$ cat config.mk
export PLATFORM = sky130hd
export DESIGN_NAME = csr_bank
export DESIGN_NICKNAME = d
export VERILOG_FILES = /design/src/logic/csr_pkg.sv /design/src/logic/csr_bank.sv /design/src/logic/csr_counters.sv /design/src/logic/csr_decode.sv /design/src/logic/csr_irq_ctrl.sv /design/src/logic/csr_machine_regs.sv
export VERILOG_INCLUDE_DIRS = /design/src /design/src/logic
export SDC_FILE = /design/constraint.sdc
export NUM_CORES = 1
export LEC_CHECK = 0
export BUFFER_PORTS_ARGS = -buffer_cell sky130_fd_sc_hd__buf_2
export CAP_MARGIN = 20
export CORE_ASPECT_RATIO = 0.8
export CORE_MARGIN = 2
export CORE_UTILIZATION = 35
export DETAILED_ROUTE_END_ITERATION = 6
export SKIP_CTS_REPAIR_TIMING = 1
export SLEW_MARGIN = 20
export SYNTH_ARGS = -nofsm -noshare
export SYNTH_HDL_FRONTEND = slang
export SYNTH_SLANG_ARGS = --single-unit
export TNS_END_PERCENT = 50
$ cat constraint.sdc
create_clock -name clk -period 7.74 [get_ports clk]
set_input_delay 1.548 -clock clk [delete_from_list [all_inputs] [get_ports clk]]
set_output_delay 1.548 -clock clk [all_outputs]
set_load 0.01 [all_outputs]
$ cat src/logic/csr_cfg.svh
/*
 * Configuration macros of the machine CSR bank
 *   data and address widths, reset privilege
 *   compressed-extension option and alignment mask
 *   constant misa word and writable-bit masks
 */

`ifndef CSR_CFG_SVH
`define CSR_CFG_SVH

`default_nettype none

`define CSR_XLEN        32
`define CSR_ADDR_W      12
`define CSR_RESET_PRIV  2'b11               // Machine mode out of reset

// 1 when the core executes 16-bit instructions
`define CSR_COMPRESSED  0

// MXL = 1, U and I extensions
`define CSR_MISA_VALUE  32'h4010_0100

// TSR, TW, TVM, SUM, MPP, MPIE and MIE only
`define CSR_MASK_MSTATUS 32'h0074_1888
`define CSR_MASK_MIE     32'h0000_0888     // MEIE, MTIE, MSIE

`define CSR_MASK_ALIGN  ((`CSR_COMPRESSED) ? 32'hFFFF_FFFE : 32'hFFFF_FFFC)

`default_nettype wire

`endif

$ cat src/logic/csr_pkg.sv
/*
 * Types shared by the CSR bank
 *   address, operation, privilege and cause encodings
 *   mstatus word with its field view
 *   request, trap, strobe and register view structs
 */

`include "csr_cfg.svh"

`default_nettype none

package csr_pkg;

    typedef enum logic [`CSR_ADDR_W-1:0] {
        MSTATUS    = 12'h300,
        MISA       = 12'h301,
        MIE        = 12'h304,
        MTVEC      = 12'h305,
        MSCRATCH   = 12'h340,
        MEPC       = 12'h341,
        MCAUSE     = 12'h342,
        MTVAL      = 12'h343,
        MIP        = 12'h344,
        MCYCLE     = 12'hB00,
        MINSTRET   = 12'hB02,
        MCYCLEH    = 12'hB80,
        MINSTRETH  = 12'hB82,
        CYCLE      = 12'hC00,   // User read-only aliases
        INSTRET    = 12'hC02,
        CYCLEH     = 12'hC80,
        INSTRETH   = 12'hC82,
        MVENDORID  = 12'hF11,
        MARCHID    = 12'hF12,
        MIMPID     = 12'hF13,
        MHARTID    = 12'hF14,
        MCONFIGPTR = 12'hF15
    } csr_addr_e;

    typedef enum logic [1:0] {
        CSR_WRITE = 2'b01,
        CSR_SET   = 2'b10,
        CSR_CLEAR = 2'b11
    } csr_op_e;

    typedef enum logic [1:0] {
        PRIV_U = 2'b00,
        PRIV_M = 2'b11
    } priv_e;

    typedef enum logic [4:0] {
        INSTR_ADDR_MISALIGNED = 5'd0,
        INSTR_ACCESS_FAULT    = 5'd1,
        ILLEGAL_INSTRUCTION   = 5'd2,
        BREAKPOINT            = 5'd3,
        LOAD_ADDR_MISALIGNED  = 5'd4,
        LOAD_ACCESS_FAULT     = 5'd5,
        STORE_ADDR_MISALIGNED = 5'd6,
        STORE_ACCESS_FAULT    = 5'd7,
        ECALL_FROM_UMODE      = 5'd8,
        ECALL_FROM_MMODE      = 5'd11
    } exc_code_e;

    typedef enum logic [4:0] {
        M_SW_INT  = 5'd3,
        M_TIM_INT = 5'd7,
        M_EXT_INT = 5'd11
    } irq_code_e;

    //////////////////////////////
    // mstatus
    //////////////////////////////

    typedef struct packed {
        logic       sd;
        logic [7:0] rsv_30_23;
        logic       tsr;
        logic       tw;
        logic       tvm;
        logic       rsv_19;     // MXR not implemented
        logic       sum;
        logic       rsv_17;     // MPRV not implemented
        logic [1:0] xs;
        logic [1:0] fs;
        logic [1:0] mpp;
        logic [1:0] vs;
        logic       rsv_8;
        logic       mpie;
        logic       ube;
        logic [1:0] rsv_5_4;
        logic       mie;
        logic [2:0] rsv_2_0;
    } mstatus_fields_t;

    typedef union packed {
        logic [`CSR_XLEN-1:0] raw;
        mstatus_fields_t      fields;
    } mstatus_t;

    //////////////////////////////
    // Transport structs
    //////////////////////////////

    typedef struct packed {
        logic                   read;
        logic                   write;
        logic                   kill;       // Instruction squashed in the pipe
        csr_op_e                op;
        logic [`CSR_ADDR_W-1:0] addr;
        logic [`CSR_XLEN-1:0]   data;
    } csr_req_t;

    typedef struct packed {
        logic                 raise;
        logic                 mret;
        logic                 irq_ack;
        exc_code_e            exc_code;
        logic [`CSR_XLEN-1:0] pc;
        logic [`CSR_XLEN-1:0] instr;
        logic                 compressed;
        logic                 jump;
        logic [`CSR_XLEN-1:0] jump_target;
    } trap_req_t;

    typedef struct packed {
        logic mstatus;
        logic mie;
        logic mtvec;
        logic mscratch;
        logic mepc;
        logic mcause;
        logic mtval;
        logic mcycle_lo;
        logic mcycle_hi;
        logic minstret_lo;
        logic minstret_hi;
    } csr_wr_sel_t;

    typedef struct packed {
        mstatus_t               mstatus;
        logic [`CSR_XLEN-1:0]   mie;
        logic [`CSR_XLEN-1:0]   mip;
        logic [`CSR_XLEN-1:0]   mtvec;
        logic [`CSR_XLEN-1:0]   mscratch;
        logic [`CSR_XLEN-1:0]   mepc;
        logic [`CSR_XLEN-1:0]   mcause;
        logic [`CSR_XLEN-1:0]   mtval;
        logic [2*`CSR_XLEN-1:0] mcycle;
        logic [2*`CSR_XLEN-1:0] minstret;
    } csr_view_t;

endpackage

`default_nettype wire

$ cat src/logic/csr_bank.sv
/*
 * Machine CSR bank top level
 *   access decoder, trap registers, counters, interrupt control
 */

`timescale 1ns/1ps

`include "csr_cfg.svh"

`default_nettype none

module csr_bank
    import csr_pkg::*;
(
    input  logic                 clk,
    input  logic                 reset_n,
    input  var csr_req_t         req_i,
    input  var trap_req_t        trap_i,
    input  logic [`CSR_XLEN-1:0] irq_i,
    output logic [`CSR_XLEN-1:0] rdata_o,
    output logic                 irq_pending_o,
    output priv_e                priv_o,
    output logic [`CSR_XLEN-1:0] mepc_o,
    output logic [`CSR_XLEN-1:0] mtvec_o
);

    csr_view_t              view;
    csr_wr_sel_t            wr_sel;
    logic [`CSR_XLEN-1:0]   wdata;
    mstatus_t               mstatus;
    logic [`CSR_XLEN-1:0]   mie, mip, mtvec, mscratch, mepc, mcause, mtval;
    logic [2*`CSR_XLEN-1:0] mcycle, minstret;
    irq_code_e              irq_code;

    csr_decode u_decode (
        .req_i    (req_i),
        .trap_i   (trap_i),
        .view_i   (view),
        .wdata_o  (wdata),
        .wr_sel_o (wr_sel),
        .rdata_o  (rdata_o)
    );

    csr_machine_regs u_machine_regs (
        .clk        (clk),
        .reset_n    (reset_n),
        .trap_i     (trap_i),
        .irq_code_i (irq_code),
        .wdata_i    (wdata),
        .wr_sel_i   (wr_sel),
        .mstatus_o  (mstatus),
        .mie_o      (mie),
        .mtvec_o    (mtvec),
        .mscratch_o (mscratch),
        .mepc_o     (mepc),
        .mcause_o   (mcause),
        .mtval_o    (mtval),
        .priv_o     (priv_o)
    );

    csr_counters u_counters (
        .clk        (clk),
        .reset_n    (reset_n),
        .kill_i     (req_i.kill),
        .wdata_i    (wdata),
        .wr_sel_i   (wr_sel),
        .mcycle_o   (mcycle),
        .minstret_o (minstret)
    );

    csr_irq_ctrl u_irq_ctrl (
        .clk           (clk),
        .reset_n       (reset_n),
        .irq_i         (irq_i),
        .mie_i         (mie),
        .glb_ie_i      (mstatus.fields.mie),     // Global machine enable
        .irq_ack_i     (trap_i.irq_ack),
        .mip_o         (mip),
        .irq_pending_o (irq_pending_o),
        .irq_code_o    (irq_code)
    );

    //////////////////////////////
    // Register view for reads
    //////////////////////////////

    always_comb begin
        view.mstatus  = mstatus;
        view.mie      = mie;
        view.mip      = mip;
        view.mtvec    = mtvec;
        view.mscratch = mscratch;
        view.mepc     = mepc;
        view.mcause   = mcause;
        view.mtval    = mtval;
        view.mcycle   = mcycle;
        view.minstret = minstret;
    end

    assign mepc_o  = mepc;
    assign mtvec_o = mtvec;

endmodule

`default_nettype wire

$ cat src/logic/csr_counters.sv
/*
 * Cycle and retired-instruction counters
 *   64-bit mcycle and minstret with half-word writes
 */

`timescale 1ns/1ps

`include "csr_cfg.svh"

`default_nettype none

module csr_counters
    import csr_pkg::*;
(
    input  logic                   clk,
    input  logic                   reset_n,
    input  logic                   kill_i,
    input  logic [`CSR_XLEN-1:0]   wdata_i,
    input  var csr_wr_sel_t        wr_sel_i,
    output logic [2*`CSR_XLEN-1:0] mcycle_o,
    output logic [2*`CSR_XLEN-1:0] minstret_o
);

    logic [2*`CSR_XLEN-1:0] mcycle_q, minstret_q;

    always_ff @(posedge clk or negedge reset_n) begin
        if (!reset_n) begin
            mcycle_q   <= '0;
            minstret_q <= '0;
        end
        else begin
            // A half write skips the increment for this edge
            if (wr_sel_i.mcycle_lo)
                mcycle_q <= {mcycle_q[2*`CSR_XLEN-1:`CSR_XLEN], wdata_i};
            else if (wr_sel_i.mcycle_hi)
                mcycle_q <= {wdata_i, mcycle_q[`CSR_XLEN-1:0]};
            else
                mcycle_q <= mcycle_q + 1'b1;

            if (wr_sel_i.minstret_lo)
                minstret_q <= {minstret_q[2*`CSR_XLEN-1:`CSR_XLEN], wdata_i};
            else if (wr_sel_i.minstret_hi)
                minstret_q <= {wdata_i, minstret_q[`CSR_XLEN-1:0]};
            else if (!kill_i)
                minstret_q <= minstret_q + 1'b1;   // Killed ones do not retire
        end
    end

    assign mcycle_o   = mcycle_q;
    assign minstret_o = minstret_q;

endmodule

`default_nettype wire

$ cat src/logic/csr_decode.sv
/*
 * CSR access decoder
 *   address decode with current value and write mask
 *   write, set and clear data computation
 *   gated per-register write strobes
 *   read multiplexer with misa, IDs and counter aliases
 */

`timescale 1ns/1ps

`include "csr_cfg.svh"

`default_nettype none

module csr_decode
    import csr_pkg::*;
(
    input  var csr_req_t             req_i,
    input  var trap_req_t            trap_i,
    input  var csr_view_t            view_i,
    output logic [`CSR_XLEN-1:0]     wdata_o,
    output csr_wr_sel_t              wr_sel_o,
    output logic [`CSR_XLEN-1:0]     rdata_o
);

    csr_addr_e            addr;
    logic [`CSR_XLEN-1:0] cur_val;
    logic [`CSR_XLEN-1:0] wmask;
    csr_wr_sel_t          sel;
    logic                 trap_any;
    logic                 wr_en;
    logic                 rd_en;

    assign addr = csr_addr_e'(req_i.addr);

    //////////////////////////////
    // Current value and mask
    //////////////////////////////

    always_comb begin
        sel     = '0;
        wmask   = '0;                       // Read-only unless listed
        cur_val = '0;
        case (addr)
            MSTATUS: begin
                cur_val     = view_i.mstatus.raw;
                wmask       = `CSR_MASK_MSTATUS;
                sel.mstatus = 1'b1;
            end
            MISA:      cur_val = `CSR_MISA_VALUE;
            MIE: begin
                cur_val = view_i.mie;
                wmask   = `CSR_MASK_MIE;
                sel.mie = 1'b1;
            end
            MTVEC: begin
                cur_val   = view_i.mtvec;
                wmask     = `CSR_MASK_ALIGN;
                sel.mtvec = 1'b1;
            end
            MSCRATCH: begin
                cur_val      = view_i.mscratch;
                wmask        = '1;
                sel.mscratch = 1'b1;
            end
            MEPC: begin
                cur_val  = view_i.mepc;
                wmask    = `CSR_MASK_ALIGN;
                sel.mepc = 1'b1;
            end
            MCAUSE: begin
                cur_val    = view_i.mcause;
                wmask      = '1;
                sel.mcause = 1'b1;
            end
            MTVAL: begin
                cur_val   = view_i.mtval;
                wmask     = '1;
                sel.mtval = 1'b1;
            end
            MIP:       cur_val = view_i.mip;
            MCYCLE: begin
                cur_val       = view_i.mcycle[`CSR_XLEN-1:0];
                wmask         = '1;
                sel.mcycle_lo = 1'b1;
            end
            MCYCLEH: begin
                cur_val       = view_i.mcycle[2*`CSR_XLEN-1:`CSR_XLEN];
                wmask         = '1;
                sel.mcycle_hi = 1'b1;
            end
            MINSTRET: begin
                cur_val         = view_i.minstret[`CSR_XLEN-1:0];
                wmask           = '1;
                sel.minstret_lo = 1'b1;
            end
            MINSTRETH: begin
                cur_val         = view_i.minstret[2*`CSR_XLEN-1:`CSR_XLEN];
                wmask           = '1;
                sel.minstret_hi = 1'b1;
            end
            CYCLE:     cur_val = view_i.mcycle[`CSR_XLEN-1:0];
            CYCLEH:    cur_val = view_i.mcycle[2*`CSR_XLEN-1:`CSR_XLEN];
            INSTRET:   cur_val = view_i.minstret[`CSR_XLEN-1:0];
            INSTRETH:  cur_val = view_i.minstret[2*`CSR_XLEN-1:`CSR_XLEN];
            default:   cur_val = '0;   // IDs and unknown addresses
        endcase
    end

    //////////////////////////////
    // New value
    //////////////////////////////

    always_comb begin
        case (req_i.op)
            CSR_SET:   wdata_o = cur_val | (req_i.data & wmask);
            CSR_CLEAR: wdata_o = cur_val & ~(req_i.data & wmask);
            default:   wdata_o = (cur_val & ~wmask) | (req_i.data & wmask);
        endcase
    end

    // Trap events outrank any CSR write
    assign trap_any = trap_i.raise | trap_i.mret | trap_i.irq_ack;
    assign wr_en    = req_i.write & ~req_i.kill & ~trap_any;
    assign rd_en    = req_i.read & ~req_i.kill;

    assign wr_sel_o = wr_en ? sel : '0;
    assign rdata_o  = rd_en ? cur_val : '0;

endmodule

`default_nettype wire

$ cat src/logic/csr_irq_ctrl.sv
/*
 * Interrupt control
 *   mip sampling of the request lines
 *   registered pending flag and cause priority encoder
 */

`timescale 1ns/1ps

`include "csr_cfg.svh"

`default_nettype none

module csr_irq_ctrl
    import csr_pkg::*;
(
    input  logic                 clk,
    input  logic                 reset_n,
    input  logic [`CSR_XLEN-1:0] irq_i,
    input  logic [`CSR_XLEN-1:0] mie_i,
    input  logic                 glb_ie_i,
    input  logic                 irq_ack_i,
    output logic [`CSR_XLEN-1:0] mip_o,
    output logic                 irq_pending_o,
    output irq_code_e            irq_code_o
);

    logic [`CSR_XLEN-1:0] mip_q;
    logic [`CSR_XLEN-1:0] active;
    logic                 pending_d;
    logic                 pending_q;
    irq_code_e            code_d, code_q;

    assign active    = mie_i & mip_q;
    assign pending_d = glb_ie_i && (|active) && !irq_ack_i;

    // External first, then software, then timer
    always_comb begin
        if (active[M_EXT_INT])      code_d = M_EXT_INT;
        else if (active[M_SW_INT])  code_d = M_SW_INT;
        else if (active[M_TIM_INT]) code_d = M_TIM_INT;
        else                        code_d = code_q;
    end

    always_ff @(posedge clk or negedge reset_n) begin
        if (!reset_n) begin
            mip_q     <= '0;
            pending_q <= 1'b0;
            code_q    <= M_SW_INT;
        end
        else begin
            mip_q     <= irq_i;
            pending_q <= pending_d;
            if (pending_d)
                code_q <= code_d;
        end
    end

    assign mip_o         = mip_q;
    assign irq_pending_o = pending_q;
    assign irq_code_o    = code_q;

    // Reported cause was enabled and set at the sampling edge
    assert property (@(posedge clk) disable iff (!reset_n)
        irq_pending_o |-> |($past(active) & (`CSR_XLEN'(1) << irq_code_o)));

endmodule

`default_nettype wire

$ cat src/logic/csr_machine_regs.sv
/*
 * Machine trap registers
 *   mstatus, mie, mtvec, mscratch, mepc, mcause, mtval
 *   current privilege level
 *   exception and interrupt entry, machine return
 */

`timescale 1ns/1ps

`include "csr_cfg.svh"

`default_nettype none

module csr_machine_regs
    import csr_pkg::*;
(
    input  logic                 clk,
    input  logic                 reset_n,
    input  var trap_req_t        trap_i,
    input  var irq_code_e        irq_code_i,
    input  logic [`CSR_XLEN-1:0] wdata_i,
    input  var csr_wr_sel_t      wr_sel_i,
    output mstatus_t             mstatus_o,
    output logic [`CSR_XLEN-1:0] mie_o,
    output logic [`CSR_XLEN-1:0] mtvec_o,
    output logic [`CSR_XLEN-1:0] mscratch_o,
    output logic [`CSR_XLEN-1:0] mepc_o,
    output logic [`CSR_XLEN-1:0] mcause_o,
    output logic [`CSR_XLEN-1:0] mtval_o,
    output priv_e                priv_o
);

    mstatus_t             mstatus_q;
    logic [`CSR_XLEN-1:0] mie_q, mtvec_q, mscratch_q, mepc_q, mcause_q, mtval_q;
    priv_e                priv_q;
    logic [`CSR_XLEN-1:0] irq_mepc;
    logic [`CSR_XLEN-1:0] irq_step;

    // The interrupted instruction retires, so return to the one after it
    assign irq_step = (`CSR_COMPRESSED && trap_i.compressed) ? `CSR_XLEN'(2) : `CSR_XLEN'(4);
    assign irq_mepc = trap_i.jump ? trap_i.jump_target : trap_i.pc + irq_step;

    //////////////////////////////
    // Register update
    //////////////////////////////

    always_ff @(posedge clk or negedge reset_n) begin
        if (!reset_n) begin
            mstatus_q  <= '0;
            mie_q      <= '0;
            mtvec_q    <= '0;
            mscratch_q <= '0;
            mepc_q     <= '0;
            mcause_q   <= '0;
            mtval_q    <= '0;
            priv_q     <= priv_e'(`CSR_RESET_PRIV);
        end
        else if (trap_i.mret) begin
            mstatus_q.fields.mie <= mstatus_q.fields.mpie;
            priv_q <= (mstatus_q.fields.mpp == PRIV_M) ? PRIV_M : PRIV_U;
        end
        else if (trap_i.raise || trap_i.irq_ack) begin
            mstatus_q.fields.mpp  <= priv_q;                // Save context
            mstatus_q.fields.mpie <= mstatus_q.fields.mie;
            mstatus_q.fields.mie  <= 1'b0;
            priv_q                <= PRIV_M;
            if (trap_i.raise) begin
                mcause_q <= {1'b0, {(`CSR_XLEN-6){1'b0}}, trap_i.exc_code};
                mepc_q   <= trap_i.pc;
                mtval_q  <= (trap_i.exc_code == ILLEGAL_INSTRUCTION)
                            ? trap_i.instr
                            : trap_i.pc;
            end
            else begin
                mcause_q <= {1'b1, {(`CSR_XLEN-6){1'b0}}, irq_code_i};
                mepc_q   <= irq_mepc;
            end
        end
        else begin
            if (wr_sel_i.mstatus)  mstatus_q.raw <= wdata_i;
            if (wr_sel_i.mie)      mie_q         <= wdata_i;
            if (wr_sel_i.mtvec)    mtvec_q       <= wdata_i;
            if (wr_sel_i.mscratch) mscratch_q    <= wdata_i;
            if (wr_sel_i.mepc)     mepc_q        <= wdata_i;
            if (wr_sel_i.mcause)   mcause_q      <= wdata_i;
            if (wr_sel_i.mtval)    mtval_q       <= wdata_i;
        end
    end

    assign mstatus_o  = mstatus_q;
    assign mie_o      = mie_q;
    assign mtvec_o    = mtvec_q;
    assign mscratch_o = mscratch_q;
    assign mepc_o     = mepc_q;
    assign mcause_o   = mcause_q;
    assign mtval_o    = mtval_q;
    assign priv_o     = priv_q;

    // The pipeline never takes an interrupt on a faulting instruction
    assert property (@(posedge clk) disable iff (!reset_n)
        !(trap_i.raise && trap_i.irq_ack));

endmodule

`default_nettype wire

==> results.ini <==
[status]
status=completed

[clock_network]
h-tree-depth=2
clk_pin_slew_worst_paths_ps=60
tritoncts=done
clk_path_buf_depth=3
cts_buffers=43
insertion_delay_ps=600
root_buffer=clkbuf_16
cts_sinks=388

[yosys]
yosys.cell_types.count=99
synthFlopType=dfrtp_1
syn_area_um2=23600
synth_warnings=0
syn-instance-count=2749
synth_edf_count=0
yosys_register_bits=388
async_flop_share_pct=100
synth_area_per_cell_um2=8.58
synthesis.nets=2941
synth_seq_area_share_pct=41.2

[detailed_routing]
num_vias=25400
wirelength_mm=129
route.detailed.drc=0
drt_iter0_markers=4466
wl_per_cell_um=33.8
viasPerCell=6.64
drt-pass1-iter-count=6
ant_nets=0

[grt]
antenna_found_initial=20
grt_pass1_wl_mm=178
grt_pass1_vias=22800
grt.overflow.total=0
track_usage_pct=36.0
grt_start_max_net_pins=160

[cells_and_area]
drive_above_1_share_pct=19.6
seq_area_um2=9710
n_fill_cell=6827
fin_cells=3819
multi_input_area_um2=12900
syn_to_final_growth_pct=16.2
fin_nets=3096

[place]
dp_slack_ps=1470
gp_congestion=1.04
dp_cells=3727
port_buffers=286
hpwl_mm=97.2

[sta]
slew_viol_final=0
hold_ws_ps=372
setup_ws_ps=1160
fmax_mhz=152
setup_viol=0
finalCriticalPeriod_ps=6580
fin_skew_ps=29.2
min_period_over_period_pct=85.0
final_hold_viol_count=0
rsz0062_at_grt=no
finalSetupTns_ps=0
slew_headroom_pct=16.3
tightest_slew_ps=1260

[worst_setup_path]
path_max_fanout=17
worstSetupStartpointType=input port
crit_family=simple AND/OR/NAND/NOR gates
end_kind=output pin
path_buf_inv=2
max_stage_delay_ps=930
path_cells=buf_2 > and4bb_1 > nand2_1 > a31oi_1 > a21oi_1 > a31oi_1 > buf_2
critPathKind=in2out
worst_ep_required_time_ps=6190
cp.arrival_ps=5030
cp_slowest_cell=and4bb_1

[floorplan]
pin_count=288
die-area_um2=69500
die_h_um=236
start_util_pct=35.2
rows=85
coreArea_um2=67000
die_w_um=294

[power]
p_per_area_nw_per_um2=188
ir_drop_mv=0.137
leakagePower_nw=11.4
finalPower_mw=5.14

[job]
max_cap_violations=0

[hold_path]
hold_class=reg2reg

[cells in the final DEF, fill, tap and decap left out, types with 10 or more instances in the layout]
cell,n
a31o_2,12
xnor2_1,19
o21a_1,20
dfrtp_1,387
diode_2,11
nand2b_1,15
o21ai_0,280
inv_1,31
nor3b_1,12
a32oi_1,15
a221oi_1,16
nand4_1,55
a21oi_1,173
and4_1,12
buf_2,284
nor4_1,28
mux2_2,43
nor3_1,60
nor2b_1,12
o211ai_1,20
clkbuf_16,43
o2bb2ai_1,16
a22o_1,25
nand3b_1,10
and2_1,21
nand3_1,131
a211oi_1,21
a22oi_1,68
and3_1,47
buf_4,77
nor3_2,10
nand2_1,323
xor2_1,30
clkbuf_8,14
nor2_1,169
a21o_1,11
mux2i_1,86
o22ai_1,30
a31oi_1,57
or3_1,12
[report_power, final]
part / internal (mW) / switching (mW)
Sequential: 2.13 / 0.165
Clock: 1.27 / 0.941
Combinational: 0.210 / 0.425
[flip-flops by register name, indices dropped and copies added, names as in the netlist, 2 cells and up]
register / flops
u_counters.mcycle_o: 64
u_machine_regs.mtval_o: 32
u_irq_ctrl.irq_code_o: 2
u_irq_ctrl.mip_o: 32
u_machine_regs.mcause_o: 32
u_machine_regs.mepc_o: 32
u_counters.minstret_o: 64
u_machine_regs.mscratch_o: 32
u_machine_regs.mstatus_o: 32
u_machine_regs.mie_o: 32
u_machine_regs.mtvec_o: 32
[worst paths after layout]
check | start | end | slack [ps] | cells past startpoint
max | req_i[43] | rdata_o[8] | 1160 | 7
min | u_machine_regs.mstatus_o[14]$_DFFE_PN0P_ | u_machine_regs.mstatus_o[14]$_DFFE_PN0P_ | 370 | 0
min in group asynchronous | reset_n | u_machine_regs.mstatus_o[23]$_DFFE_PN0P_ | 1040 | 1
max reg2reg | u_counters.mcycle_o[20]$_DFFE_PN0P_ | u_machine_regs.mscratch_o[20]$_DFFE_PN0P_ | 4170 | 6
max in group asynchronous | reset_n | u_machine_regs.mcause_o[21]$_DFFE_PN0P_ | 5230 | 2
min reg2reg | u_machine_regs.mstatus_o[14]$_DFFE_PN0P_ | u_machine_regs.mstatus_o[14]$_DFFE_PN0P_ | 370 | 0
[synthesized netlist by cell type, types with 13 or more instances]
cell type,count,share of area [%]
dfrtp_1,387,41
nand2_1,326,5.2
o21ai_0,280,5.9
clkbuf_1,187,3.0
a21oi_1,176,3.7
nor2_1,173,2.8
nand3_1,131,2.8
mux2i_1,86,3.6
a22oi_1,69,2.2
nor3_1,64,1.4
a31oi_1,59,1.6
nand4_1,55,1.5
buf_2,54,1.1
and3_1,47,1.2
mux2_2,43,2.1
inv_1,31,0.49
nor4_1,31,0.82
o22ai_1,30,0.80
xor2_1,30,1.1
a22o_1,25,0.93
a211oi_1,22,0.70
and2_1,21,0.56
o211ai_1,20,0.64
o21a_1,20,0.64
xnor2_1,19,0.71
o2bb2ai_1,17,0.63
a221oi_1,16,0.59
a32oi_1,15,0.56
nand2b_1,15,0.40
nor2b_1,13,0.34
[cells by family after synthesis]
logic type | share of synthesized area [%]
compound gates | 25.0
fa+ha+maj | 0.159
buf+inv | 4.98
flops | 41.2
simple gates | 21.1
mux | 5.80
xor+xnor | 1.82
[worst register-to-register path: stages (launching register included)]
cell and delay, ps:
dfrtp_1 490, mux2_2 330, a32o_1 350, a211oi_1 940, a22oi_1 410, nand2_1 670, o21ai_0 220
[layer usage]
layer  vias up  routed length [um]  track usage (%)
li1      10600                   -                -
met1     12500               53400             51.5
met2      1971               49000             46.2
met3       286               21500             17.9
met4        16                4940             11.7
met5         -                 156            0.697
[final cells by class]
class | instances | area share [%]
multi-input combinational | 2074 | 47.1
sequential | 388 | 35.4
timing repair buffer | 366 | 7.56
clock buffer | 66 | 4.75
tap | 870 | 3.97
clock inverter | 13 | 0.680
inverter | 31 | 0.424
antenna | 11 | 0.100
[metrics by stage]
step,area [um^2],util [%]
after detailed placement,25900,38.6
after global placement,25800,38.6
after floorplan,23600,-
after global routing,27400,40.9
after CTS,27400,40.8
final,27400,40.9
Power figures use the tool's default switching activity.
